$ cat src/hdl/rtg_video_pkg.sv
////////////////////////////////////////
// Shared types and constants for the RTG video path
// Sync levels in chip_video_t are active high
// OSD colours cover the top two bits of each channel only
////////////////////////////////////////

package rtg_video_pkg;

  ////////////////////////////////////////
  // Widths and sizes
  ////////////////////////////////////////

  localparam int COLOR_W    = 8;    // One colour channel
  localparam int CLUT_IDX_W = 8;    // Palette index
  localparam int CLUT_DEPTH = 256;  // Palette entries
  localparam int PIX_CNT_W  = 3;    // Fetch counter and pixel_width
  localparam int VB_CNT_W   = 5;    // Vblank extension counter and vb_end
  localparam int WORD_W     = 16;   // Pixel word from the source

  ////////////////////////////////////////
  // OSD overlay colours
  ////////////////////////////////////////

  localparam logic [1:0] OSD_ON_R  = 2'b11;  // White where the OSD pixel is set
  localparam logic [1:0] OSD_ON_G  = 2'b11;
  localparam logic [1:0] OSD_ON_B  = 2'b11;
  localparam logic [1:0] OSD_OFF_R = 2'b00;  // Dark blue background
  localparam logic [1:0] OSD_OFF_G = 2'b00;
  localparam logic [1:0] OSD_OFF_B = 2'b10;

  ////////////////////////////////////////
  // Bundles
  ////////////////////////////////////////

  typedef struct packed {
    logic [COLOR_W-1:0] r;
    logic [COLOR_W-1:0] g;
    logic [COLOR_W-1:0] b;
  } rgb_t;  // 24 bits

  typedef struct packed {
    logic csync;
    logic hsync;
    logic vsync;
    rgb_t color;
  } chip_video_t;  // 27 bits

  typedef struct packed {
    logic                 ena;          // RTG screen on
    logic                 clut_mode;    // Indexed colour
    logic                 ext;          // One extra clock of active area
    logic [PIX_CNT_W-1:0] pixel_width;  // Clocks per fetch minus one
    logic [VB_CNT_W-1:0]  vb_end;       // Hsync edges of extended vblank
  } rtg_cfg_t;  // 11 bits

  typedef struct packed {
    logic                  strobe;  // Write on the next edge
    logic [CLUT_IDX_W-1:0] idx;
    rgb_t                  value;
  } clut_wr_t;  // 33 bits

  typedef struct packed {
    logic blank;     // Vblank phase or hblank
    logic fetch;     // Take the next pixel word
    logic byte_sel;  // Low byte as palette index
  } scan_timing_t;  // 3 bits

  typedef enum logic {
    phase_vblank = 1'b0,
    phase_active = 1'b1
  } scan_phase_e;

endpackage

$ cat src/hdl/rtg_video_mixer.sv
////////////////////////////////////////
// RTG or chipset colour into the output register
// One cycle from inputs to vid_out
// OSD overlay sits after the register
////////////////////////////////////////

module rtg_video_mixer import rtg_video_pkg::*; (
  input  logic                  CLK_114,
  input  logic                  reset,
  input  rtg_cfg_t              cfg,
  input  scan_timing_t          timing,
  input  logic [WORD_W-1:0]     pix_word,
  output logic [CLUT_IDX_W-1:0] clut_idx,
  input  rgb_t                  clut_rgb,
  input  chip_video_t           chip_video,
  input  logic                  osd_window,
  input  logic                  osd_pixel,
  output chip_video_t           vid_out
);

  rgb_t        hicolor;   // Expanded RGB565
  rgb_t        rtg_rgb;   // Palette or hi-colour
  rgb_t        mix_rgb;   // RTG or chipset
  chip_video_t vid_q;     // Output register
  logic [1:0]  osd_r;
  logic [1:0]  osd_g;
  logic [1:0]  osd_b;

  ////////////////////////////////////////
  // Hi-colour expansion
  ////////////////////////////////////////

  // Top bits repeat into the low bits so full scale stays full scale
  function automatic rgb_t expand_565(input logic [WORD_W-1:0] w);
    rgb_t c;
    c.r = {w[15:11], w[15:13]};  // 5 to 8 bits
    c.g = {w[10:5], w[10:9]};    // 6 to 8 bits
    c.b = {w[4:0], w[4:2]};      // 5 to 8 bits
    return c;
  endfunction

  assign hicolor = expand_565(pix_word);

  // High byte first, low byte once byte_sel rises
  assign clut_idx = timing.byte_sel ? pix_word[7:0] : pix_word[15:8];

  assign rtg_rgb = cfg.clut_mode ? clut_rgb : hicolor;

  assign mix_rgb = (cfg.ena && !timing.blank) ? rtg_rgb : chip_video.color;

  ////////////////////////////////////////
  // Output register
  ////////////////////////////////////////

  always_ff @(posedge CLK_114) begin
    if (reset) begin
      vid_q <= '0;
    end else begin
      vid_q.csync <= chip_video.csync;  // Syncs delayed to match colour
      vid_q.hsync <= chip_video.hsync;
      vid_q.vsync <= chip_video.vsync;
      vid_q.color <= mix_rgb;
    end
  end

  ////////////////////////////////////////
  // OSD overlay
  ////////////////////////////////////////

  assign osd_r = osd_pixel ? OSD_ON_R : OSD_OFF_R;
  assign osd_g = osd_pixel ? OSD_ON_G : OSD_OFF_G;
  assign osd_b = osd_pixel ? OSD_ON_B : OSD_OFF_B;

  assign vid_out.csync = vid_q.csync;
  assign vid_out.hsync = vid_q.hsync;
  assign vid_out.vsync = vid_q.vsync;

  // Overlay replaces the top two bits and keeps the rest of the picture
  assign vid_out.color.r = osd_window ? {osd_r, vid_q.color.r[COLOR_W-3:0]}
                                      : vid_q.color.r;
  assign vid_out.color.g = osd_window ? {osd_g, vid_q.color.g[COLOR_W-3:0]}
                                      : vid_q.color.g;
  assign vid_out.color.b = osd_window ? {osd_b, vid_q.color.b[COLOR_W-3:0]}
                                      : vid_q.color.b;

endmodule

$ cat config.mk
export PLATFORM = sky130hd
export DESIGN_NAME = rtg_video_mixer
export DESIGN_NICKNAME = d
export VERILOG_FILES = /design/src/hdl/rtg_video_pkg.sv /design/src/hdl/rtg_video_mixer.sv
export SDC_FILE = /design/constraint.sdc
export NUM_CORES = 1
export LEC_CHECK = 0
export ABC_AREA = 1
export ABC_CLOCK_PERIOD_IN_PS = 1700
export BUFFER_PORTS_ARGS = -buffer_cell sky130_fd_sc_hd__buf_2
export CAP_MARGIN = 20
export CORE_UTILIZATION = 44
export DETAILED_ROUTE_END_ITERATION = 7
export GPL_TIMING_DRIVEN = 0
export PLACE_DENSITY = 0.85
export SETUP_SLACK_MARGIN = 0.2
export SYNTH_ARGS = -nofsm -noshare
export SYNTH_HDL_FRONTEND = slang
export SYNTH_SLANG_ARGS = --single-unit
$ cat constraint.sdc
create_clock -name CLK_114 -period 1.7 [get_ports CLK_114]
set_input_delay 0.085 -clock CLK_114 [delete_from_list [all_inputs] [get_ports CLK_114]]
set_output_delay 0.085 -clock CLK_114 [all_outputs]
set_load 0.01 [all_outputs]
==> out/qor.yml, run 1 <==
outcome:
  outcome: "complete, no violations"
yosys:
  ys_seq_elements: 27
  synth.cell_area_mm2: 0.001688
  syn-num-nets: 369
  synth.distinct_cells: 13
  ys_seq_area_frac: 0.3202
  postSynthCellCount: 284
  yosysWarnings: 0
  syn_area_per_cell_um2: 5.943
die:
  ioPinCount: 120
  fp.dieH_um: 63.94
  initial_utilization: 0.4610
  fp.dieW_um: 63.94
  dieArea_mm2: 0.004088
  core_mm2: 0.003661
  row_count: 22
sta:
  finalSetupTns_ns: 0
  timing.final.crit_period_ns: 1.049
  max_freq_mhz: 953.2
  grt_setup_unrepaired: "false"
  finalSetupViolations: 0
  drv_slew: 0
  slew_headroom: 0.7700
  tightest_slew_ns: 0.3446
  min_period_over_period: 0.6171
  finalHoldViolations: 0
drt:
  drt-initial-drc-count: 51
  wl_um: 4190
  ant_nets: 0
  vias: 1864
  wl_per_cell_um: 9.458
  firstDrtPassIters: 4
  drc: 0
  viasPerCell: 4.208
placement:
  place_congestion: 0.7924
  dp.final_hpwl_um: 3458
  placed_cells: 439
  io_buffers: 107
worst_setup_path:
  critPathKind: "reg -> out"
  cp-end-kind: "output port"
  required_ns: 1.62
  arrival_ns: 0.96
  crit_start: "vid_q[7]$_SDFF_PP0_"
  startpoint_type: "flop"
  crit_fanout: 1
  crit_end: "vid_out[7]"
final_layout:
  final_common_cell: "nand2_1"
  nFillCells: 369
  nNetsFinal: 481
  area_growth_pct: 37.95
  drive_gt1_frac: 0.3975
  final_cell_mix: "nand2_1 (122), buf_2 (114), nor2_1 (51)"
  diodes: 0
  fin_cells: 443
cts:
  clk_pin_slew_ns: 0.09
  cts-htree-levels: 1
  clock_path_buffers: 2
  post_cts_buffers: 0
  cts-resized-gates: 0
  numCtsBuffers: 3
  postCtsHoldBufs: 0
  cts_root_buffer: "clkbuf_8"
  cts_tree: "done"
  clock-sinks: 27
grt:
  grt_pass1_wl_um: 6796
  antenna_found_initial: 0
  grt_max_degree: 15
  grt-ovfl-total: 0
  grt_usage: 0.2137
  grt_pass1_vias: 1670
power:
  powerDensity_mw_per_mm2: 642.4
  vdd_ir_drop_max_uv: 303.6
  p_leak_nw: 1.559
job:
  drv_cap: 0
min_path:
  hp-class: "in -> reg"
  whs_path_depth: 3
==> how the worst min path moves through the flow <==
| stage | from | end | slack [ns] |
|---|---|---|---|
| finish | chip_video[25] | vid_out[25]$_SDFF_PP0_ | 0.01 |
| global route | reset | vid_out[25]$_SDFF_PP0_ | 0.009 |
| CTS | chip_video[25] | vid_out[25]$_SDFF_PP0_ | 0.01 |
| detailed placement | chip_video[25] | vid_out[25]$_SDFF_PP0_ | 0.30 |
| global placement | chip_video[24] | vid_out[24]$_SDFF_PP0_ | 0.29 |
| floorplan | reset | vid_out[24]$_SDFF_PP0_ | 0.16 |
==> through the flow <==
stage / instance area [um^2] / power, mW / setup slack, ns / hold WS (ns) / utilization
after detailed placement: 2283 / 1.146 / 0.8050 / 0.2966 / 0.6237
after CTS: 2328 / 1.508 / 0.6478 / 0.01297 / 0.6360
after global placement: 2283 / 1.135 / 0.8240 / 0.2926 / 0.6237
after floorplan: 1688 / 0.9642 / 0.9957 / 0.1562 / -
final: 2328 / 1.496 / 0.6509 / 0.01188 / 0.6360
after global routing: 2328 / 1.592 / 0.6109 / 0.008934 / 0.6360
==> report_power, final <==
| group | internal [mW] | switching (mW) |
|---|---|---|
| Combinational | 0.223 | 0.216 |
| Clock | 0.168 | 0.200 |
| Sequential | 0.677 | 0.0108 |
| Total | 1.07 | 0.427 |
==> logic make-up after synthesis <==
logic type / share of synthesized area
buf+inv: 0.2268
mux: 0.05338
simple gates: 0.3996
flops: 0.3202
==> flip-flops by register name, indices dropped and copies added, names as in the netlist <==
register / flops
vid_out: 3
vid_q: 24
==> metal layers <==
| metal | routed length [um] | part of all wire | up-vias | track usage |
|---|---|---|---|---|
| li1 | - | - | 1012 | - |
| met1 | 1746 | 0.42 | 770 | 0.2456 |
| met2 | 2081 | 0.50 | 76 | 0.3843 |
| met3 | 283 | 0.068 | 6 | 0.04286 |
| met4 | 78 | 0.019 | 0 | 0.08239 |
| met5 | 0 | 0 | - | 0 |
==> cell usage after synthesis <==
library cell  number  share of area
or2_2              1         0.0037
inv_1             37          0.082
inv_4              1         0.0037
mux2_2             8          0.053
nor2_1            51           0.11
nand2_1          122           0.27
nand2_2            2         0.0074
nor2_2             1         0.0037
buf_6              2          0.013
buf_2              7          0.021
inv_2              2         0.0044
buf_4             23           0.10
dfxtp_1           27           0.32
==> cell type report <==
| cell class | instances | area [um^2] | share of cell area |
|---|---|---|---|
| flip-flops and latches | 27 | 540.5 | 0.2321 |
| inverters | 40 | 152.6 | 0.06556 |
| multi-input cells | 185 | 764.5 | 0.3283 |
| plain buffers | 32 | 230.2 | 0.09887 |
| clock buffers | 4 | 45.04 | 0.01934 |
| well taps | 48 | 60.06 | 0.02579 |
| repair buffers | 107 | 535.5 | 0.2300 |
==> critical path, cell delays in order, from the launching register on <==
cell     delay, ns
dfxtp_1       0.30
or2_2         0.26
buf_2         0.14
Note: power is estimated with default switching activity, not from simulation.
==> run 2, diff against run 1 <==
--- a/config.mk
+++ b/config.mk
@@ -6,13 +6,13 @@
 export NUM_CORES = 1
 export LEC_CHECK = 0
 export ABC_AREA = 1
-export ABC_CLOCK_PERIOD_IN_PS = 1700
+export ABC_CLOCK_PERIOD_IN_PS = 900
 export BUFFER_PORTS_ARGS = -buffer_cell sky130_fd_sc_hd__buf_2
 export CAP_MARGIN = 20
-export CORE_UTILIZATION = 44
+export CORE_UTILIZATION = 37
 export DETAILED_ROUTE_END_ITERATION = 7
 export GPL_TIMING_DRIVEN = 0
-export PLACE_DENSITY = 0.85
+export PLACE_DENSITY = 0.77
 export SETUP_SLACK_MARGIN = 0.2
 export SYNTH_ARGS = -nofsm -noshare
 export SYNTH_HDL_FRONTEND = slang
==> constraint.sdc (replaced) <==
create_clock -name CLK_114 -period 0.9 [get_ports CLK_114]
set_input_delay 0.045 -clock CLK_114 [delete_from_list [all_inputs] [get_ports CLK_114]]
set_output_delay 0.045 -clock CLK_114 [all_outputs]
set_load 0.01 [all_outputs]
==> run 2 against run 1 <==
Net effect:
- the flow now finishes with violations (negative setup slack)
- clock-buffer cell count decreased by 1
- non-clock buffer count increased by 4
- utilization decreased by 4.5 points
- flip-flop and latch count unchanged
- wire length increased by 12%
- critical path depth unchanged
- first-iteration DRC count decreased by 24%
- worst setup slack got worse by 0.72 ns
- worst hold slack improved by 0.034 ns
- critical endpoint unchanged
==> out/qor.yml, run 2 (synthesis gave the netlist of run 1 again) <==
sta:
  max_freq_mhz: 1033
  min_period_over_period: 1.076
  timing.final.crit_period_ns: 0.9682
  timing.hold.ws_ns: 0.04627
  finalHoldViolations: 0
  tightest_slew_ns: 0.3250
  setup_ws_ns: -0.06821
  finalSetupViolations: 1
  grt_setup_unrepaired: "true"
  drv_slew: 0
  slew_headroom: 0.7831
drt:
  wl_um: 4694
  wl_per_cell_um: 10.41
  drt-initial-drc-count: 39
  vias: 1887
  ant_nets: 0
  firstDrtPassIters: 4
  viasPerCell: 4.184
  drc: 0
cts:
  cts_tree: "done"
  post_cts_buffers: 0
  clock-sinks: 27
  clock_path_buffers: 2
  cts-htree-levels: 1
  cts_root_buffer: "clkbuf_8"
  clk_pin_slew_ns: 0.10
  numCtsBuffers: 3
die:
  row_count: 24
  initial_utilization: 0.3850
  ioPinCount: 120
  fp.dieH_um: 69.54
  dieArea_mm2: 0.004836
  fp.dieW_um: 69.54
  core_mm2: 0.004384
placement:
  pre_cts_slack_ns: 0.04983
  dp.final_hpwl_um: 3636
  place_congestion: 0.7519
  io_buffers: 107
worst_setup_path:
  cp-end-kind: "output port"
  startpoint_type: "flop"
  critPathKind: "reg -> out"
  arrival_ns: 0.92
  slowest_stage: "dfxtp_1"
  crit_fanout: 1
  required_ns: 0.85
  cp_cell_sequence: "or2_4, buf_6"
  worst_path_largest_cell_delay_ns: 0.31
grt:
  grt_max_degree: 17
  grt_pass1_vias: 1859
  antenna_found_initial: 0
  grt_usage: 0.1998
  grt_pass1_wl_um: 7797
  grt-ovfl-total: 0
final_layout:
  final_util: 0.5910
  largest_reg_flops: 24
  regMostFlops: "vid_q"
  final_cell_mix: "nand2_1 (121), buf_2 (91), nor2_1 (51)"
  final_common_cell: "nand2_1"
  nNetsFinal: 485
  drive_gt1_frac: 0.4386
  multiInputGateArea_um2: 769.5
  nFillCells: 442
  area_growth_pct: 53.52
  seq_area_um2: 560.5
  diodes: 0
power:
  p_leak_nw: 1.625
  power_mw: 3.000
  vdd_ir_drop_max_uv: 688.7
  powerDensity_mw_per_mm2: 1158
job:
  drv_cap: 0
outcome:
  outcome: "finished, violations left"
  violations: "negative setup slack"
min_path:
  hp-class: "in -> reg"
-- run 2: cell types whose count changed in the layout (fill, tap and decap cells not counted), moves of 4 or more --
cell / before / now
dfxtp_1: 27 / 11
buf_4: 23 / 11
buf_6: 2 / 37
buf_2: 114 / 91
dfxtp_2: 0 / 16
dlygate4sd3_1: 0 / 4
-- run 2: cell type report --
class | instances | area share
timing repair buffer | 111 | 0.2752
sequential | 27 | 0.2163
tap | 52 | 0.02511
clock inverter | 1 | 0.002897
clock buffer | 3 | 0.01593
buffer | 32 | 0.1086
multi-input combinational | 185 | 0.2970
inverter | 40 | 0.05891
-- run 2: final timing paths --
check  cells after the start              endpoint           startpoint  slack, ns
min                        4  vid_q[15]$_SDFF_PP0_                reset       0.05
max                        2            vid_out[7]  vid_q[7]$_SDFF_PP0_      -0.07
-- run 2: through the flow --
step                 TNS, ns  instance area (um^2)  instances
floorplan                  0                  1688        284
global placement           0                  2288        443
detailed placement         0                  2288        443
CTS                 -0.05807                  2551        451
global route         -0.1665                  2591        451
finish              -0.06821                  2591        451
-- run 2: routing by layer --
layer  vias up  track usage  share of wire
met5         -            0              0
met4         0      0.04308          0.010
met3         4      0.02616          0.046
met2        56       0.3776           0.52
met1       808       0.2377           0.42
li1       1019            -              -
-- run 2: critical path, delay by kind of cell (launching register included) --
kind / cells / cell delay (ns)
and+or+nand+nor: 1 / 0.22
buffers and inverters: 1 / 0.12
DFF: 1 / 0.31
-- run 2: where the power goes --
group / total [mW] / switching (mW) / internal (mW)
Clock: 0.706 / 0.392 / 0.314
Combinational: 0.975 / 0.437 / 0.538
Sequential: 1.32 / 0.0298 / 1.29
-- run 2: timing repair --
| action | CTS | global route |
|---|---|---|
| gates resized for setup | 37 | 17 |
| setup endpoints to repair | 35 | 27 |
| endpoints found under the hold margin | 3 | 0 |
| hold buffers | 4 | 0 |
==> run 3, diff against run 2 <==
--- a/config.mk
+++ b/config.mk
@@ -9,10 +9,12 @@
 export ABC_CLOCK_PERIOD_IN_PS = 900
 export BUFFER_PORTS_ARGS = -buffer_cell sky130_fd_sc_hd__buf_2
 export CAP_MARGIN = 20
-export CORE_UTILIZATION = 37
+export CELL_PAD_IN_SITES_DETAIL_PLACEMENT = 0
+export CELL_PAD_IN_SITES_GLOBAL_PLACEMENT = 1
+export CORE_UTILIZATION = 23
 export DETAILED_ROUTE_END_ITERATION = 7
 export GPL_TIMING_DRIVEN = 0
-export PLACE_DENSITY = 0.77
+export PLACE_DENSITY_LB_ADDON = 0.1
 export SETUP_SLACK_MARGIN = 0.2
 export SYNTH_ARGS = -nofsm -noshare
 export SYNTH_HDL_FRONTEND = slang
==> constraint.sdc (replaced) <==
create_clock -name CLK_114 -period 0.9 [get_ports CLK_114]
set_input_delay 0.045 -clock CLK_114 [delete_from_list [all_inputs] [get_ports CLK_114]]
set_output_delay 0.045 -clock CLK_114 [all_outputs]
set_load 0.02 [all_outputs]
==> run 3 against run 2 <==
Net effect:
- the flow still finishes with violations (negative setup slack)
- critical endpoint unchanged
- non-clock buffer count did not move
- via count is 0.64% higher
- sequential power is essentially flat
- final area grew 4.0%
- wire length grew 14%
- flip-flop and latch count is the same
- total power increased by 6.3%
==> out/qor.yml, run 3 (synthesis gave the netlist of run 1 again) <==
die:
  fp.dieH_um: 87.67
  core_mm2: 0.006944
  ioPinCount: 120
  dieArea_mm2: 0.007685
  fp.dieW_um: 87.67
  initial_utilization: 0.2431
  row_count: 30
cts:
  clock-sinks: 27
  cts-htree-levels: 1
  cts_tree: "done"
  clock_path_buffers: 2
  clk_pin_slew_ns: 0.11
  numCtsBuffers: 3
  cts_root_buffer: "clkbuf_8"
  post_cts_buffers: 0
power:
  vdd_ir_drop_max_uv: 524.8
  p_comb_frac: 0.349
  p_leak_nw: 1.644
  internal-power_mw: 2.181
  clockPowerShare: 0.239
  p_sw_mw: 1.008
  powerDensity_mw_per_mm2: 1183
  pwr-share-seq: 0.412
  switching_share: 0.3161
job:
  drv_cap: 0
placement:
  io_buffers: 107
  place_congestion: 0.7210
  place_area_mm2: 0.002344
  dp.final_hpwl_um: 4157
drt:
  ant_nets: 0
  wl_per_cell_um: 10.78
  firstDrtPassIters: 4
  vias: 1899
  drt-initial-drc-count: 27
  drc: 0
  wl_um: 5337
  viasPerCell: 3.836
sta:
  min_period_over_period: 1.091
  finalSetupViolations: 1
  slew_headroom: 0.7277
  grt_setup_unrepaired: "true"
  drv_slew: 0
  tightest_slew_ns: 0.4081
  max_freq_mhz: 1018
  setup_ws_ns: -0.08216
  timing.final.crit_period_ns: 0.9822
  finalHoldViolations: 0
outcome:
  outcome: "finished, violations left"
  violations: "negative setup slack"
final_layout:
  final_util: 0.3881
  multiInputGateArea_um2: 770.7
  postLayoutCellArea_mm2: 0.002695
  final_cell_mix: "nand2_1 (122), buf_2 (82), nor2_1 (51)"
  regMostFlops: "vid_q"
  seq_area_um2: 558.0
  diodes: 0
  area_growth_pct: 59.67
  nFillCells: 818
  nNetsFinal: 485
  final_common_cell: "nand2_1"
  drive_gt1_frac: 0.4311
  largest_reg_flops: 24
worst_setup_path:
  path_buf_inv: 1
  crit_fanout: 1
  cp-end-kind: "output port"
  worst_path_largest_cell_delay_ns: 0.31
  critPathKind: "reg -> out"
  slowest_stage: "dfxtp_1"
  cp_cell_sequence: "or2_4, buf_6"
  required_ns: 0.85
  path_delay_family: "flip-flops"
  startpoint_type: "flop"
  arrival_ns: 0.94
grt:
  grt_pass1_wl_um: 8273
  grt_max_degree: 17
  antenna_found_initial: 0
  grt-ovfl-total: 0
  grt_usage: 0.1427
  grt_pass1_vias: 1778
min_path:
  hp-class: "in -> reg"
## run 3: cell type report
type	instances	area share
well taps	96	0.04457
plain buffers	32	0.1049
repair buffers	111	0.2827
multi-input cells	185	0.2860
flip-flops and latches	27	0.2071
clock inverters	1	0.002786
inverters	40	0.05664
clock buffers	3	0.01532
## run 3: metal layers
metal / global-route usage / routed length (um)
met1: 0.1756 / 2469
met2: 0.2550 / 2522
met3: 0.03016 / 313
met4: 0.03130 / 31
met5: 0 / 0
## run 3: power by group through the flow
stage          Combinational (mW)  Clock (mW)  Sequential, mW
2_1_floorplan               0.590           0            1.32
4_1_cts                      1.10       0.779            1.30
5_1_grt                      1.23       0.816            1.32
3_5_place_dp                0.944           0            1.33
6_report                     1.11       0.761            1.31
3_3_place_gp                0.944           0            1.33
## run 3: final timing paths
check,from,to,slack [ns],cells past startpoint
max,vid_q[7]$_SDFF_PP0_,vid_out[7],-0.08,2
min,chip_video[3],vid_q[3]$_SDFF_PP0_,0.04,5
## run 3: through the flow
stage	total power [mW]	worst slack (ns)	instances	setup TNS, ns	hold slack (ns)
2_1_floorplan	1.913	0.2455	284	0	0.1162
3_3_place_gp	2.272	0.002583	487	0	0.2451
3_5_place_dp	2.272	-0.005553	487	-0.005553	0.2565
4_1_cts	3.178	-0.08899	495	-0.1008	0.04911
5_1_grt	3.370	-0.1117	495	-0.3184	0.06017
6_report	3.189	-0.08216	495	-0.08216	0.04398
## run 3: tightest hold or removal path, delay by kind of cell
family	cells	cell delay (ns)
simple gates	3	0.13
buf+inv	2	0.14
## run 3: what timing repair did
action	4_1_cts	5_1_grt
gates resized for setup	63	27
hold buffers	4	0
hold endpoints to repair	3	0
endpoints found under the setup margin	35	31
