==> src/hdl/rtg_video_pkg.sv <==
////////////////////////////////////////
// Shared types and constants for the RTG video path
// Sync levels in chip_video_t are active high
// OSD colours cover the top two bits of each channel only
////////////////////////////////////////

package rtg_video_pkg;

  ////////////////////////////////////////
  // Widths and sizes
  ////////////////////////////////////////

  localparam int COLOR_W    = 8;    // One colour channel
  localparam int CLUT_IDX_W = 8;    // Palette index
  localparam int CLUT_DEPTH = 256;  // Palette entries
  localparam int PIX_CNT_W  = 3;    // Fetch counter and pixel_width
  localparam int VB_CNT_W   = 5;    // Vblank extension counter and vb_end
  localparam int WORD_W     = 16;   // Pixel word from the source

  ////////////////////////////////////////
  // OSD overlay colours
  ////////////////////////////////////////

  localparam logic [1:0] OSD_ON_R  = 2'b11;  // White where the OSD pixel is set
  localparam logic [1:0] OSD_ON_G  = 2'b11;
  localparam logic [1:0] OSD_ON_B  = 2'b11;
  localparam logic [1:0] OSD_OFF_R = 2'b00;  // Dark blue background
  localparam logic [1:0] OSD_OFF_G = 2'b00;
  localparam logic [1:0] OSD_OFF_B = 2'b10;

  ////////////////////////////////////////
  // Bundles
  ////////////////////////////////////////

  typedef struct packed {
    logic [COLOR_W-1:0] r;
    logic [COLOR_W-1:0] g;
    logic [COLOR_W-1:0] b;
  } rgb_t;  // 24 bits

  typedef struct packed {
    logic csync;
    logic hsync;
    logic vsync;
    rgb_t color;
  } chip_video_t;  // 27 bits

  typedef struct packed {
    logic                 ena;          // RTG screen on
    logic                 clut_mode;    // Indexed colour
    logic                 ext;          // One extra clock of active area
    logic [PIX_CNT_W-1:0] pixel_width;  // Clocks per fetch minus one
    logic [VB_CNT_W-1:0]  vb_end;       // Hsync edges of extended vblank
  } rtg_cfg_t;  // 11 bits

  typedef struct packed {
    logic                  strobe;  // Write on the next edge
    logic [CLUT_IDX_W-1:0] idx;
    rgb_t                  value;
  } clut_wr_t;  // 33 bits

  typedef struct packed {
    logic blank;     // Vblank phase or hblank
    logic fetch;     // Take the next pixel word
    logic byte_sel;  // Low byte as palette index
  } scan_timing_t;  // 3 bits

  typedef enum logic {
    phase_vblank = 1'b0,
    phase_active = 1'b1
  } scan_phase_e;

endpackage

==> src/hdl/rtg_scan_timing.sv <==
////////////////////////////////////////
// Vertical blank extension and pixel fetch cadence
// fetch is combinational and single cycle with no back-pressure
// pixel_width and vb_end are treated as quasi-static
////////////////////////////////////////

module rtg_scan_timing import rtg_video_pkg::*; (
  input  logic         CLK_114,
  input  logic         reset,
  input  rtg_cfg_t     cfg,
  input  logic         hsync,
  input  logic         hblank,
  input  logic         vblank,
  output scan_timing_t timing
);

  scan_phase_e          phase;      // Vertical scan phase
  logic [VB_CNT_W-1:0]  vb_cnt;     // Hsync edges since vblank fell
  logic                 hsync_d;    // For rising edge detect
  logic [PIX_CNT_W-1:0] pix_cnt;    // Clocks since last fetch
  logic                 byte_flag;  // Second half of the fetch period
  logic                 byte_d;     // Aligned with the word in use
  logic                 blank_d;    // Blank one clock ago
  logic                 blank;
  logic                 fetch;
  logic                 hs_rise;
  logic [PIX_CNT_W-1:0] half_width; // Counter value for byte switch

  ////////////////////////////////////////
  // Vertical blank extension
  ////////////////////////////////////////

  assign hs_rise = hsync & ~hsync_d;

  always_ff @(posedge CLK_114) begin
    if (reset) begin
      phase   <= phase_vblank;
      vb_cnt  <= '0;
      hsync_d <= 1'b0;
    end else begin
      hsync_d <= hsync;
      if (vblank) begin                 // Chipset vblank restarts the count
        phase  <= phase_vblank;
        vb_cnt <= '0;
      end else if (vb_cnt == cfg.vb_end) begin
        phase <= phase_active;
      end else if (hs_rise) begin
        vb_cnt <= vb_cnt + 1'b1;        // One more line of extended blank
      end
    end
  end

  assign blank = (phase == phase_vblank) | hblank;

  ////////////////////////////////////////
  // Fetch counter and strobe
  ////////////////////////////////////////

  // Strobe on the last clock of each fetch period; with ext the
  // first blank clock still gets one fetch
  assign fetch = cfg.ena
               & (~blank | (~blank_d & cfg.ext))
               & (pix_cnt == cfg.pixel_width);

  assign half_width = {1'b0, cfg.pixel_width[PIX_CNT_W-1:1]};

  always_ff @(posedge CLK_114) begin
    if (reset) begin
      pix_cnt   <= '0;
      byte_flag <= 1'b0;
      byte_d    <= 1'b0;
      blank_d   <= 1'b1;                // Keeps fetch low out of reset
    end else begin
      blank_d <= blank;
      byte_d  <= byte_flag;
      if (blank || fetch) begin         // New period starts
        pix_cnt   <= '0;
        byte_flag <= 1'b0;
      end else begin
        pix_cnt <= pix_cnt + 1'b1;
        if (pix_cnt == half_width)
          byte_flag <= 1'b1;            // Switch to the low byte
      end
    end
  end

  assign timing.blank    = blank;
  assign timing.fetch    = fetch;
  assign timing.byte_sel = byte_d;

endmodule

==> config.mk <==
export PLATFORM = sky130hd
export DESIGN_NAME = rtg_scan_timing
export DESIGN_NICKNAME = d
export VERILOG_FILES = /design/src/hdl/rtg_video_pkg.sv /design/src/hdl/rtg_scan_timing.sv
export SDC_FILE = /design/constraint.sdc
export NUM_CORES = 1
export LEC_CHECK = 0
export ABC_CLOCK_PERIOD_IN_PS = 2050
export BUFFER_PORTS_ARGS = -buffer_cell sky130_fd_sc_hd__buf_2
export CAP_MARGIN = 5
export CORE_MARGIN = 10
export CORE_UTILIZATION = 49
export CTS_CLUSTER_SIZE = 8
export DETAILED_ROUTE_END_ITERATION = 8
export GPL_TIMING_DRIVEN = 0
export PLACE_DENSITY_LB_ADDON = 0.15
export SLEW_MARGIN = 20
export SYNTH_ARGS = -nofsm -noshare
export SYNTH_HDL_FRONTEND = slang
export SYNTH_SLANG_ARGS = --single-unit
==> constraint.sdc <==
create_clock -name CLK_114 -period 2.05 [get_ports CLK_114]
set_clock_uncertainty 0.2 [all_clocks]
set_input_delay 0.1025 -clock CLK_114 [delete_from_list [all_inputs] [get_ports CLK_114]]
set_output_delay 0.1025 -clock CLK_114 [all_outputs]
set_load 0.02 [all_outputs]
==> results.rst, run 1 <==
.. list-table::
   :header-rows: 1

   * - Metric
     - Value
   * - Yosys reg bits
     - 13
   * - Routed wire length per instance
     - 13.6 µm
   * - Depth of the CTS H-tree
     - 1
   * - Remaining max-slew budget at the tightest pin
     - 0.630
   * - Leakage dissipation
     - around 0.38 nW
   * - Hold path depth
     - 4
   * - Cell with the largest stage delay on the worst path
     - sky130_fd_sc_hd__nor4_4
   * - Setup TNS after final layout
     - 0 ns
   * - GR Overflow Total
     - 0
   * - Clock transition at the registers of the reported paths
     - approximately 0.080 ns
   * - Max Cap Viol
     - 0
   * - Total Routed Length
     - roughly 1600 µm
   * - Biggest cell delay along the critical path
     - roughly 0.52 ns
   * - Crit path time final
     - around 1.7 ns
   * - Run status
     - complete, no violations
   * - Global-route wire length before repair
     - between 2000 and 3000 µm
   * - Die height
     - a little under 60 µm
   * - Fraction of layout cells with a size suffix above 1
     - 0.260
   * - Power per unit of standard cell area
     - approximately 530 nW/µm²
   * - Clock latency on the worst-skew pair
     - between 0.2 and 0.3 ns
   * - Initial antenna violation count
     - 0
   * - Count of cell types in the netlist
     - 27
   * - Worst-path cell chain
     - xor2_1 > nor4_4 > nand3_2 > a311oi_2
   * - Postcts setup bufs
     - 0
   * - Start-to-end type of the worst setup path
     - register to register
   * - Pin count of the biggest net entering global routing
     - 10
   * - Setup crit start kind
     - register
   * - Clock tree from TritonCTS
     - done
   * - Syn-to-layout area delta
     - 28.3%
   * - Count of synthesis-stage warnings from yosys
     - 0
   * - Mapped Nets
     - 94
   * - Number of max-slew violations in the final report
     - 0
   * - Fmax
     - between 500 and 600 MHz
   * - Total of buffers placed on input and output ports
     - 17
   * - Post-route DRC violation count
     - 0
   * - Final hold violation count
     - 0
   * - Yosys top cell by area
     - sky130_fd_sc_hd__dfxtp_1
   * - Most area-consuming cells after synthesis
     - sky130_fd_sc_hd__dfxtp_1 (37%), sky130_fd_sc_hd__xor2_1 (7.4%), sky130_fd_sc_hd__xnor2_1 (6.2%)
   * - Total non-filler cell area in the finished layout
     - around 910 µm²
   * - Area share of the largest cell type after synthesis
     - 0.368
   * - Required time at the endpoint of the critical path
     - 2.03 ns
   * - Arrival @ worst endpoint
     - around 1.7 ns
   * - I/O pin count
     - 19
   * - Unrepaired setup endpoints after global routing
     - false
   * - Post-detailed-placement cell area
     - 811 µm²
   * - Share of the yosys chip area belonging to registers
     - 0.368
   * - Area of the die
     - about 3400 µm²
   * - Number of failing setup endpoints in the final timing report
     - 0
   * - Seq. cell area
     - about 260 µm²
   * - Row Count
     - 13
   * - Number of detailed-route iterations in the first pass
     - 4
   * - Peak supply drop
     - roughly 0.50 mV
   * - Final antenna-violating net count
     - 0
   * - Worst-case reg-to-reg path depth
     - 4
   * - Cells after Synth
     - 76
   * - Pin slew with the least headroom to its limit
     - ~0.55 ns
   * - Multi-input gate area in the final layout
     - around 420 µm²
   * - Filler instances
     - 113
   * - Core footprint
     - 1330 µm²
   * - Root cell of the clock tree
     - sky130_fd_sc_hd__clkbuf_4
   * - Via-to-Cell Ratio
     - a little over 5
   * - Synth Cell Area
     - 707 µm²
   * - Syn avg cell area
     - ~9.3 µm²
   * - GRT Resource Usage Total
     - 0.102
   * - Global placement routability congestion
     - approximately 0.77
   * - Kind of capture point of the worst setup path
     - register
   * - Number of clock buffers inserted by TritonCTS
     - 3
   * - Effective utilization at floorplan
     - 0.530
   * - Starting DRT DRC Count
     - 7
   * - Number of clock sinks
     - 13
   * - Total inserted antenna cells
     - 0
   * - Final period util
     - 0.853
   * - Chip Width
     - 58.0 µm
   * - Number of nets in the finished design
     - approximately 120
   * - Number of global-route vias before repair
     - approximately 630
   * - Maximum fanout along the worst path
     - 9
   * - Number of buffers on the longest clock path
     - 2
   * - Detailed Place HPWL
     - between 1000 and 1500 µm
   * - Class of the tightest hold or removal check
     - input pin to register
   * - Via total after detailed routing
     - 613
## power by group
group	internal, W	switching (W)
combinational	0.0000326	0.0000319
sequential	0.000255	0.00000270
clock	0.0000754	0.0000795
## worst paths after layout
check,startpoint,end,slack [ns]
worst max-delay path,vb_cnt[0]$_SDFFE_PP0P_,vb_cnt[1]$_SDFFE_PP0P_,0.30
worst min-delay path,cfg[5],pix_cnt[1]$_SDFF_PP0_,0.06
worst max register to register,vb_cnt[0]$_SDFFE_PP0P_,vb_cnt[1]$_SDFFE_PP0P_,0.30
worst min register to register,byte_flag$_SDFFE_PP0N_,byte_flag$_SDFFE_PP0N_,0.28
## logic make-up after synthesis
family / Yosys count / synth area share
and+or+nand+nor: 32 / 0.271
DFF: 13 / 0.368
xor gates and xnor gates: 11 / 0.136
AOI/OAI and AO/OA: 11 / 0.119
adders and majority gates: 2 / 0.0354
muxes: 2 / 0.0283
buffers and inverters: 5 / 0.0425
## cell usage after synthesis
cell,count
sky130_fd_sc_hd__a21o_2,1
sky130_fd_sc_hd__a21oi_1,4
sky130_fd_sc_hd__buf_4,3
sky130_fd_sc_hd__nand2b_1,3
sky130_fd_sc_hd__a31oi_1,1
sky130_fd_sc_hd__mux2i_1,2
sky130_fd_sc_hd__o211ai_1,2
sky130_fd_sc_hd__nand3_2,1
sky130_fd_sc_hd__a311oi_2,1
sky130_fd_sc_hd__nand4_1,4
sky130_fd_sc_hd__and3_1,1
sky130_fd_sc_hd__nor2b_1,3
sky130_fd_sc_hd__inv_1,2
sky130_fd_sc_hd__nand2_1,4
sky130_fd_sc_hd__ha_1,2
sky130_fd_sc_hd__dfxtp_1,13
sky130_fd_sc_hd__nand4b_1,1
sky130_fd_sc_hd__xnor2_1,5
sky130_fd_sc_hd__nand3b_1,1
sky130_fd_sc_hd__nor4_4,1
sky130_fd_sc_hd__nor2_1,6
sky130_fd_sc_hd__nand3_1,3
sky130_fd_sc_hd__xor2_1,6
sky130_fd_sc_hd__or3_1,2
sky130_fd_sc_hd__nor3_1,2
sky130_fd_sc_hd__a2111o_1,1
sky130_fd_sc_hd__o21a_1,1
## worst max-delay path, delay by kind of cell (launching register included)
family | cells | cell delay (ns)
AOI/OAI and AO/OA | 1 | 0.25
xor gates and xnor gates | 1 | 0.20
DFF | 1 | 0.36
and+or+nand+nor | 2 | 0.65
## area by class of cell
cell class	instances	area share
Inverter	2	0.00828
Timing Repair Buffer	24	0.171
Multi-Input combinational cell	58	0.459
Buffer	3	0.0248
Tap cell	15	0.0207
Clock buffer	4	0.0290
Sequential cell	13	0.287
## metrics by stage
| step | power [W] | utilization | instances | hold slack, ns | setup WS [ns] |
|---|---|---|---|---|---|
| after floorplan | 0.000293 | - | 76 | -0.0296 | 0.478 |
| after detailed placement | 0.000318 | 0.608 | 108 | 0.138 | 0.304 |
| after CTS | 0.000485 | 0.680 | 119 | 0.0624 | 0.282 |
| after global placement | 0.000316 | 0.608 | 108 | 0.137 | 0.318 |
| after global routing | 0.000506 | 0.680 | 119 | 0.115 | 0.181 |
| final | 0.000477 | 0.680 | 119 | 0.0611 | 0.300 |
## state kept, by name, indices dropped and copies added (netlist names)
signal and cells:
byte_flag 1, blank_d 1, phase 1, byte_d 1
vb_cnt 5, pix_cnt 3, hsync_d 1
## what timing repair did
item	CTS	global route
endpoints found under the hold margin	8	0
gates resized for setup	0	0
hold buffers	7	0
## layer usage
metal | global-route usage | up-vias | wire (µm)
met5 | 0 | - | 0
met4 | 0.0201 | 0 | 6
met3 | 0.0523 | 2 | 92
met2 | 0.190 | 12 | 857
met1 | 0.0985 | 274 | 657
li1 | - | 325 | -
## cell usage in the layout, fill, tap and decap left out, types with 3 or more instances in the layout
cell | synthesis | layout
sky130_fd_sc_hd__a21oi_1 | 4 | 4
sky130_fd_sc_hd__buf_2 | 0 | 17
sky130_fd_sc_hd__buf_4 | 3 | 3
sky130_fd_sc_hd__clkbuf_4 | 0 | 3
sky130_fd_sc_hd__dfxtp_1 | 13 | 13
sky130_fd_sc_hd__dlygate4sd3_1 | 0 | 7
sky130_fd_sc_hd__nand2_1 | 4 | 4
sky130_fd_sc_hd__nand2b_1 | 3 | 3
sky130_fd_sc_hd__nand3_1 | 3 | 3
sky130_fd_sc_hd__nand4_1 | 4 | 4
sky130_fd_sc_hd__nor2_1 | 6 | 6
sky130_fd_sc_hd__nor2b_1 | 3 | 3
sky130_fd_sc_hd__xnor2_1 | 5 | 5
sky130_fd_sc_hd__xor2_1 | 6 | 6
Power figures use the tool's default switching activity.
==> run 2, diff against run 1 <==
- ABC_AREA: not set -> 1
==> run 2 against run 1 <==
  * Non-clock buffer count fell by 2
  * Clock power about the same
  * Largest power group unchanged
  * Core utilization is 2.0 points lower
  * Critical path type is now input pin to primary output
==> results.rst, run 2 <==
.. list-table::
   :header-rows: 1

   * - Metric
     - Value
   * - Run status
     - complete, no violations (unchanged)
   * - Share of the yosys chip area belonging to registers
     - 0.366 (was 0.368)
   * - Syn avg cell area
     - 6.77 µm² (was 9.30 µm²)
   * - Cell with the largest stage delay on the worst path
     - sky130_fd_sc_hd__dlygate4sd3_1 (was sky130_fd_sc_hd__nor4_4)
   * - Initial antenna violation count
     - 0 (unchanged)
   * - Global placement routability congestion
     - 0.799 (was 0.772)
   * - Proportion of register bits with asynchronous set or reset after synthesis
     - 0 (unchanged)
   * - Worst-path cell chain
     - dlygate4sd3_1 > buf_2 > or2_2 > o21ai_1 > nand4_1 > inv_1 > buf_4 > buf_2 (was xor2_1 > nor4_4 > nand3_2 > a311oi_2)
   * - Most used cell along the critical path
     - sky130_fd_sc_hd__buf_2
   * - Clock latency on the worst-skew pair
     - 0.27 ns (about the same)
   * - Switching portion of total power
     - 0.237 (was 0.239)
   * - Final hold violation count
     - 0 (unchanged)
   * - Kind of cell with the highest combined delay on the critical path
     - buffers and inverters (was simple AND/OR/NAND/NOR gates)
   * - Ranking of synthesized cells by instance count
     - sky130_fd_sc_hd__nor2_1 (19), sky130_fd_sc_hd__inv_1 (18), sky130_fd_sc_hd__nand2_1 (18) (was sky130_fd_sc_hd__dfxtp_1 (13), sky130_fd_sc_hd__nor2_1 (6), sky130_fd_sc_hd__xor2_1 (6))
   * - Depth of the CTS H-tree
     - 1 (unchanged)
   * - Yosys reg bits
     - 13 (unchanged)
   * - Count of synthesis-stage warnings from yosys
     - 0 (unchanged)
   * - Combinational fraction of design power
     - 0.118 (was 0.135)
   * - Row Count
     - 13 (unchanged)
   * - Area of the die
     - 3370 µm² (was 3360 µm²)
   * - Sequential share of power
     - 0.549 (was 0.540)
   * - Pin slew with the least headroom to its limit
     - 0.375 ns (was 0.551 ns)
   * - Arrival @ worst endpoint
     - 1.58 ns (was 1.73 ns)
   * - Number of detailed-route iterations in the first pass
     - 4 (unchanged)
   * - Beginning of the worst register-to-register path
     - hsync_d$_SDFF_PP0_ (was vb_cnt[0]$_SDFFE_PP0P_)
   * - Post-route DRC violation count
     - 0 (unchanged)
   * - Count of cell types in the netlist
     - 20 (was 27)
   * - Register containing the most flip-flops in the final layout
     - vb_cnt (unchanged)
   * - Number of global-route vias before repair
     - 639 (was 634)
   * - Setup crit start kind
     - input pin (was register)
   * - Number of buffers on the longest clock path
     - 2 (unchanged)
   * - Final antenna-violating net count
     - 0 (unchanged)
   * - Start point of the critical path
     - hblank (was vb_cnt[0]$_SDFFE_PP0P_)
   * - Maximum fanout along the worst path
     - 3 (was 9)
   * - Chip Width
     - 58.1 µm (was 58.0 µm)
   * - Required time at the endpoint of the critical path
     - 1.75 ns (was 2.03 ns)
   * - Leakage dissipation
     - 0.433 nW (was 0.380 nW)
   * - GR Overflow Total
     - 0 (unchanged)
   * - Remaining max-slew budget at the tightest pin
     - 0.749 (was 0.630)
   * - GRT Resource Usage Total
     - 0.0886 (was 0.102)
   * - Commonest non-fill, non-tap cell in the layout
     - sky130_fd_sc_hd__nor2_1 (was sky130_fd_sc_hd__buf_2)
   * - Max Cap Viol
     - 0 (unchanged)
   * - Reg2Reg Setup Slack
     - 0.59 ns (was 0.30 ns)
   * - Commonest register cell after synthesis
     - sky130_fd_sc_hd__dfxtp_1 (unchanged)
   * - Final period util
     - 0.917 (was 0.853)
   * - Hold path depth
     - 4 (unchanged)
   * - Pin count of the biggest net entering global routing
     - 11 (was 10)
   * - Die height
     - 58.1 µm (was 58.0 µm)
   * - Number of clock buffers inserted by TritonCTS
     - 3 (unchanged)
   * - Internal power summed over all cells
     - 0.000360 W (was 0.000363 W)
   * - Area share of the largest cell type after synthesis
     - 0.366 (was 0.368)
   * - Most frequent cells in the layout
     - sky130_fd_sc_hd__nor2_1 (19), sky130_fd_sc_hd__inv_1 (18), sky130_fd_sc_hd__nand2_1 (18), sky130_fd_sc_hd__buf_2 (17), sky130_fd_sc_hd__dfxtp_1 (13) (was sky130_fd_sc_hd__buf_2 (17), sky130_fd_sc_hd__dfxtp_1 (13), sky130_fd_sc_hd__dlygate4sd3_1 (7), sky130_fd_sc_hd__xor2_1 (6), sky130_fd_sc_hd__nor2_1 (6))
   * - Global-route wire length before repair
     - 2530 µm (was 2770 µm)
   * - Starting DRT DRC Count
     - 9 (was 7)
   * - Setup TNS after final layout
     - 0 ns (unchanged)
   * - Worst path depth
     - 8 (was 4)
   * - Startpoint of the most critical hold path
     - cfg[10] (was cfg[5])
   * - Root cell of the clock tree
     - sky130_fd_sc_hd__clkbuf_4 (unchanged)
   * - Clock power share
     - 0.333 (was 0.325)
   * - Fmax
     - 532 MHz (was 572 MHz)
   * - Power per unit of standard cell area
     - 535 nW/µm² (was 526 nW/µm²)
   * - Most area-consuming cells after synthesis
     - sky130_fd_sc_hd__dfxtp_1 (37%), sky130_fd_sc_hd__nor2_1 (10%), sky130_fd_sc_hd__inv_1 (9.5%) (was sky130_fd_sc_hd__dfxtp_1 (37%), sky130_fd_sc_hd__xor2_1 (7.4%), sky130_fd_sc_hd__xnor2_1 (6.2%))
   * - Clock tree from TritonCTS
     - done (unchanged)
   * - Start-to-end type of the worst setup path
     - input pin to primary output (was register to register)
   * - Number of failing setup endpoints in the final timing report
     - 0 (unchanged)
   * - Post-route worst setup slack
     - 0.170 ns (was 0.300 ns)
   * - Total Routed Length
     - 1340 µm (was 1610 µm)
   * - Fraction of layout cells with a size suffix above 1
     - 0.246 (was 0.260)
   * - Filler instances
     - 129 (was 113)
   * - I/O pin count
     - 19 (unchanged)
   * - Minimum setup slack after placement
     - 0.601 ns (was 0.304 ns)
   * - Psw
     - 0.000111 W (was 0.000114 W)
   * - Number of clock sinks
     - 13 (unchanged)
   * - Crit path buffers/inverters
     - 5 (was 0)
   * - Core footprint
     - 1330 µm² (unchanged)
   * - Class of the tightest hold or removal check
     - input pin to register (unchanged)
   * - Detailed Place HPWL
     - 1100 µm (was 1190 µm)
   * - Via-to-Cell Ratio
     - 4.48 (was 5.15)
   * - Cells after Synth
     - 105 (was 76)
   * - Cell with the most instances after synthesis
     - sky130_fd_sc_hd__nor2_1 (was sky130_fd_sc_hd__dfxtp_1)
   * - Number of max-slew violations in the final report
     - 0 (unchanged)
   * - Mapped Nets
     - 123 (was 94)
   * - Max FFs per register
     - 5 (unchanged)
   * - Number of nets in the finished design
     - 149 (was 123)
   * - Capture point of the worst reg-to-reg path
     - vb_cnt[4]$_SDFFE_PP0P_ (was vb_cnt[1]$_SDFFE_PP0P_)
   * - Peak supply drop
     - 0.375 mV (was 0.503 mV)
   * - Synth Cell Area
     - 711 µm² (was 707 µm²)
   * - Largest registers ranked by flip-flop count
     - vb_cnt: 5 flops, pix_cnt: 3 flops (unchanged)
   * - Via total after detailed routing
     - 650 (was 613)
   * - Unrepaired setup endpoints after global routing
     - false (unchanged)
   * - Effective utilization at floorplan
     - 0.533 (was 0.530)
   * - Clock transition at the registers of the reported paths
     - 0.08 ns (about the same)
   * - Number of enable-type register cells in the synthesized netlist
     - 0 (unchanged)
   * - Total inserted antenna cells
     - 0 (unchanged)
   * - Biggest cell delay along the critical path
     - 0.53 ns (was 0.52 ns)
   * - Kind of capture point of the worst setup path
     - primary output (was register)
   * - Routed wire length per instance
     - 9.22 µm (was 13.6 µm)
   * - Worst-case reg-to-reg path depth
     - 6 (was 4)
   * - Destination of the worst hold path
     - byte_flag$_SDFFE_PP0N_ (was pix_cnt[1]$_SDFF_PP0_)
   * - Yosys top cell by area
     - sky130_fd_sc_hd__dfxtp_1 (unchanged)
   * - Syn-to-layout area delta
     - 23.9% (was 28.3%)
   * - Total of buffers placed on input and output ports
     - 17 (unchanged)
   * - Crit path time final
     - 1.88 ns (was 1.75 ns)
-- run 2: cell types whose count changed in the layout (fill, tap and decap cells not counted), moves of 3 or more --
| cell | change |
|---|---|
| sky130_fd_sc_hd__nand2b_1 | -3 |
| sky130_fd_sc_hd__nand2_1 | +14 |
| sky130_fd_sc_hd__nand4_1 | -3 |
| sky130_fd_sc_hd__xnor2_1 | -3 |
| sky130_fd_sc_hd__inv_1 | +16 |
| sky130_fd_sc_hd__dlygate4sd3_1 | -3 |
| sky130_fd_sc_hd__xor2_1 | -4 |
| sky130_fd_sc_hd__nor2_1 | +13 |
| sky130_fd_sc_hd__nand3_1 | +4 |
| sky130_fd_sc_hd__nor2b_1 | -3 |
-- run 2: kinds of logic after synthesis --
logic type      after synthesis  share of synthesized area
fa+ha+maj                     2                     0.0352
xor+xnor                      4                     0.0493
buf+inv                      23                      0.148
simple gates                 54                      0.334
flops                        13                      0.366
compound gates                9                     0.0669
-- run 2: timing repair --
item                                   in CTS  in global routing
setup endpoints to repair                   0                  1
hold buffers                                4                  0
endpoints found under the hold margin       9                  0
setup buffers                               0                  0
resized for setup                           0                  1
-- run 2: per-layer routing --
layer  share of wire  global-route usage
met5               0                   0
met4          0.0075              0.0302
met3           0.066              0.0349
met1            0.47              0.0990
met2            0.46               0.149
-- run 2: through the flow --
| stage | utilization | std cells | hold WS, ns | total power (W) | instance area, µm² |
|---|---|---|---|---|---|
| floorplan | - | 105 | -0.0263 | 0.000294 | 711 |
| global placement | 0.611 | 137 | 0.123 | 0.000313 | 815 |
| detailed placement | 0.611 | 137 | 0.128 | 0.000315 | 815 |
| CTS | 0.660 | 145 | 0.0299 | 0.000481 | 881 |
| global route | 0.660 | 145 | 0.0743 | 0.000496 | 881 |
| finish | 0.660 | 145 | 0.0324 | 0.000471 | 881 |
-- run 2: area by class of cell --
class | count | area [µm²] | share of cell area
sequential | 13 | 260 | 0.295
timing repair buffer | 21 | 125 | 0.142
clock buffer | 4 | 26.3 | 0.0298
tap | 15 | 18.8 | 0.0213
inverter | 19 | 71.3 | 0.0810
buffer | 4 | 33.8 | 0.0384
multi-input combinational | 69 | 345 | 0.392
-- run 2: how the worst max path moves through the flow --
| stage | endpoint | slack [ns] |
|---|---|---|
| after floorplan | vb_cnt[0]$_SDFFE_PP0P_ | 0.75 |
| after global placement | timing[1] | 0.61 |
| after detailed placement | timing[1] | 0.60 |
| after CTS | timing[1] | 0.15 |
| after global routing | timing[1] | 0.02 |
| final | timing[1] | 0.17 |
-- run 2: power by group through the flow --
stage	clock [W]	sequential (W)	combinational [W]
detailed placement	0	0.000264	0.0000503
CTS	0.000166	0.000258	0.0000564
floorplan	0	0.000264	0.0000298
global route	0.000173	0.000259	0.0000646
global placement	0	0.000264	0.0000483
finish	0.000157	0.000258	0.0000557
-- run 2: tightest hold or removal path, cell delays in order --
cell	delay, ns
sky130_fd_sc_hd__buf_2	0.07
sky130_fd_sc_hd__nand4_1	0.09
sky130_fd_sc_hd__nand2_1	0.14
sky130_fd_sc_hd__nor2_1	0.05
==> run 3, diff against run 2 <==
- CORE_UTILIZATION: 49 -> 45
==> run 3 against run 2 <==
  * Via count increased by 3.7%
  * Setup slack got worse by 0.024 ns
  * Hold slack improved by 0.019 ns
  * Final cell count increased by 0.69%
  * Final area increased by 0.14%
  * Sequential power about the same
  * Largest cell class unchanged
  * Core utilization decreased by 7.5 points
  * Clock power about the same
  * Largest power group unchanged
==> results.rst, run 3 (same netlist as run 2, synthesis figures left out) <==
.. list-table::
   :header-rows: 1

   * - Metric
     - Value
   * - Number of instances resized during post-cts repair
     - 0 (unchanged)
   * - Initial antenna violation count
     - 0 (unchanged)
   * - Capture point of the worst reg-to-reg path
     - vb_cnt[4]$_SDFFE_PP0P_ (unchanged)
   * - Run status
     - complete, no violations (unchanged)
   * - Die height
     - 59.7 µm (was 58.1 µm)
   * - Number of max-slew violations in the final report
     - 0 (unchanged)
   * - Number of clock sinks
     - 13 (unchanged)
   * - Core footprint
     - 1510 µm² (was 1330 µm²)
   * - Worst path depth
     - 8 (unchanged)
   * - Pin slew with the least headroom to its limit
     - 0.385 ns (was 0.375 ns)
   * - Total of buffers placed on input and output ports
     - 17 (unchanged)
   * - Worst-case reg-to-reg path depth
     - 6 (unchanged)
   * - Register containing the most flip-flops in the final layout
     - vb_cnt (unchanged)
   * - Required time at the endpoint of the critical path
     - 1.75 ns (about the same)
   * - Total length of routed met3 wires
     - 80 µm (was 88 µm)
   * - WL met1
     - 630 µm (was 626 µm)
   * - Clock latency on the worst-skew pair
     - 0.27 ns (about the same)
   * - Number of failing setup endpoints in the final timing report
     - 0 (unchanged)
   * - Effective utilization at floorplan
     - 0.472 (was 0.533)
   * - Number of clock buffers inserted by TritonCTS
     - 3 (unchanged)
   * - Commonest non-fill, non-tap cell in the layout
     - sky130_fd_sc_hd__nor2_1 (unchanged)
   * - Total inserted antenna cells
     - 0 (unchanged)
   * - Peak supply drop
     - 0.351 mV (was 0.375 mV)
   * - Root cell of the clock tree
     - sky130_fd_sc_hd__clkbuf_4 (unchanged)
   * - Starting DRT DRC Count
     - 5 (was 9)
   * - Fmax
     - 525 MHz (was 532 MHz)
   * - Setup TNS after final layout
     - 0 ns (unchanged)
   * - Reg2Reg Setup Slack
     - 0.64 ns (was 0.59 ns)
   * - Final hold violation count
     - 0 (unchanged)
   * - Number of global-route vias before repair
     - 602 (was 639)
   * - Syn-to-layout area delta
     - 24.1% (was 23.9%)
   * - Chip Width
     - 59.7 µm (was 58.1 µm)
   * - GR Overflow Total
     - 0 (unchanged)
   * - Total Routed Length
     - 1390 µm (was 1340 µm)
   * - Class of the tightest hold or removal check
     - input pin to register (unchanged)
   * - Beginning of the worst register-to-register path
     - hsync_d$_SDFF_PP0_ (unchanged)
   * - Clock transition at the registers of the reported paths
     - 0.08 ns (about the same)
   * - Post-route DRC violation count
     - 0 (unchanged)
   * - Fraction of layout cells with a size suffix above 1
     - 0.246 (unchanged)
   * - Maximum fanout along the worst path
     - 3 (unchanged)
   * - Most frequent cells in the layout
     - sky130_fd_sc_hd__nor2_1 (19), sky130_fd_sc_hd__inv_1 (18), sky130_fd_sc_hd__nand2_1 (18), sky130_fd_sc_hd__buf_2 (17), sky130_fd_sc_hd__dfxtp_1 (13) (unchanged)
   * - Worst-path cell chain
     - dlygate4sd3_1 > buf_2 > or2_2 > o21ai_0 > nand4_1 > inv_1 > buf_4 > buf_2 (was dlygate4sd3_1 > buf_2 > or2_2 > o21ai_1 > nand4_1 > inv_1 > buf_4 > buf_2)
   * - I/O pin count
     - 19 (unchanged)
   * - Unrepaired setup endpoints after global routing
     - false (unchanged)
   * - GRT Resource Usage Total
     - 0.0869 (was 0.0886)
   * - Arrival @ worst endpoint
     - 1.60 ns (was 1.58 ns)
   * - Power per unit of standard cell area
     - 538 nW/µm² (was 535 nW/µm²)
   * - Max FFs per register
     - 5 (unchanged)
   * - Total non-filler cell area in the finished layout
     - 882 µm² (was 881 µm²)
   * - Detailed Place HPWL
     - 1130 µm (was 1100 µm)
   * - Crit path buffers/inverters
     - 5 (unchanged)
   * - Remaining max-slew budget at the tightest pin
     - 0.742 (was 0.749)
   * - Kind of cell with the highest combined delay on the critical path
     - buffers and inverters (unchanged)
   * - Post-detailed-placement cell area
     - 816 µm² (was 815 µm²)
   * - Number of detailed-route iterations in the first pass
     - 4 (unchanged)
   * - Final hold slack
     - 0.0511 ns (was 0.0324 ns)
   * - Depth of the CTS H-tree
     - 1 (unchanged)
   * - Biggest cell delay along the critical path
     - 0.53 ns (about the same)
   * - Area of the die
     - 3570 µm² (was 3370 µm²)
   * - Start point of the critical path
     - hblank (unchanged)
   * - Number of nets in the finished design
     - 149 (unchanged)
   * - Max Cap Viol
     - 0 (unchanged)
   * - Global placement routability congestion
     - 0.742 (was 0.799)
   * - Topmost layer with routed signal wires
     - met4 (unchanged)
   * - Largest registers ranked by flip-flop count
     - vb_cnt: 5 flops, pix_cnt: 3 flops (unchanged)
   * - Setup crit start kind
     - input pin (unchanged)
   * - Routed wire length per instance
     - 9.54 µm (was 9.22 µm)
   * - Postcts setup bufs
     - 0 (unchanged)
   * - Via-to-Cell Ratio
     - 4.62 (was 4.48)
   * - Final period util
     - 0.929 (was 0.917)
   * - Number of buffers on the longest clock path
     - 2 (unchanged)
   * - Cell with the largest stage delay on the worst path
     - sky130_fd_sc_hd__dlygate4sd3_1 (unchanged)
   * - Final antenna-violating net count
     - 0 (unchanged)
   * - Pin count of the biggest net entering global routing
     - 11 (unchanged)
   * - Row Count
     - 14 (was 13)
   * - Global-route wire length before repair
     - 2460 µm (was 2530 µm)
   * - Crit path time final
     - 1.90 ns (was 1.88 ns)
   * - Met2 routed wirelength
     - 671 µm (was 611 µm)
   * - Most used cell along the critical path
     - sky130_fd_sc_hd__buf_2 (unchanged)
   * - Clock tree from TritonCTS
     - done (unchanged)
   * - Kind of capture point of the worst setup path
     - primary output (unchanged)
   * - Via total after detailed routing
     - 674 (was 650)
   * - End of the critical path
     - timing[1] (unchanged)
   * - Start-to-end type of the worst setup path
     - input pin to primary output (unchanged)
   * - Leakage dissipation
     - 0.433 nW (about the same)
-- run 3: cell counts in the layout (fill, tap and decap cells not counted) --
No cell type changed its count.
-- run 3: stage by stage --
stage	cells	setup slack, ns	total power, W	utilization
after global placement	138	0.621	0.000314	0.542
after floorplan	105	0.747	0.000294	-
after global routing	146	0.0101	0.000503	0.586
final	146	0.146	0.000475	0.586
after CTS	146	0.148	0.000481	0.586
after detailed placement	138	0.592	0.000315	0.542
-- run 3: metal layers --
metal / GRT usage / vias up
met5: 0 / -
met1: 0.0963 / 293
met4: 0.0481 / 0
li1: - / 369
met2: 0.138 / 10
met3: 0.0339 / 2
-- run 3: report_power, final --
part,internal [W],leakage (nW),switching (W)
logic,0.0000289,0.313,0.0000270
registers,0.000255,0.105,0.00000311
clock network,0.0000753,0.0150,0.0000849
total,0.000360,0.433,0.000115
-- run 3: repair_timing --
action / 4_1_cts / 5_1_grt
hold endpoints to repair: 9 / 0
endpoints found under the setup margin: 0 / 0
hold buffers: 4 / 0
-- run 3: worst min path at each step --
stage                     startpoint                      to  slack, ns  depth (start not counted)
after CTS                    cfg[10]   pix_cnt[2]$_SDFF_PP0_       0.05                          4
after floorplan                reset       byte_d$_SDFF_PP0_      -0.03                          1
after global placement         reset       byte_d$_SDFF_PP0_       0.12                          2
after detailed placement       reset       byte_d$_SDFF_PP0_       0.13                          2
final                        cfg[10]   pix_cnt[2]$_SDFF_PP0_       0.05                          4
after global routing          cfg[6]  byte_flag$_SDFFE_PP0N_       0.09                          6
-- run 3: final cells by class --
type,count,area [µm²]
Fill cell,150,624
Multi-Input combinational cell,69,345
Sequential cell,13,260
Timing Repair Buffer,21,125
Inverter,19,71.3
Buffer,4,33.8
Clock buffer,4,26.3
Tap cell,16,20.0
-- run 3: worst min-delay path: stages --
cell                      delay (ns)
sky130_fd_sc_hd__buf_2          0.08
sky130_fd_sc_hd__nand4_1        0.11
sky130_fd_sc_hd__nand2_1        0.15
sky130_fd_sc_hd__nor2_1         0.05
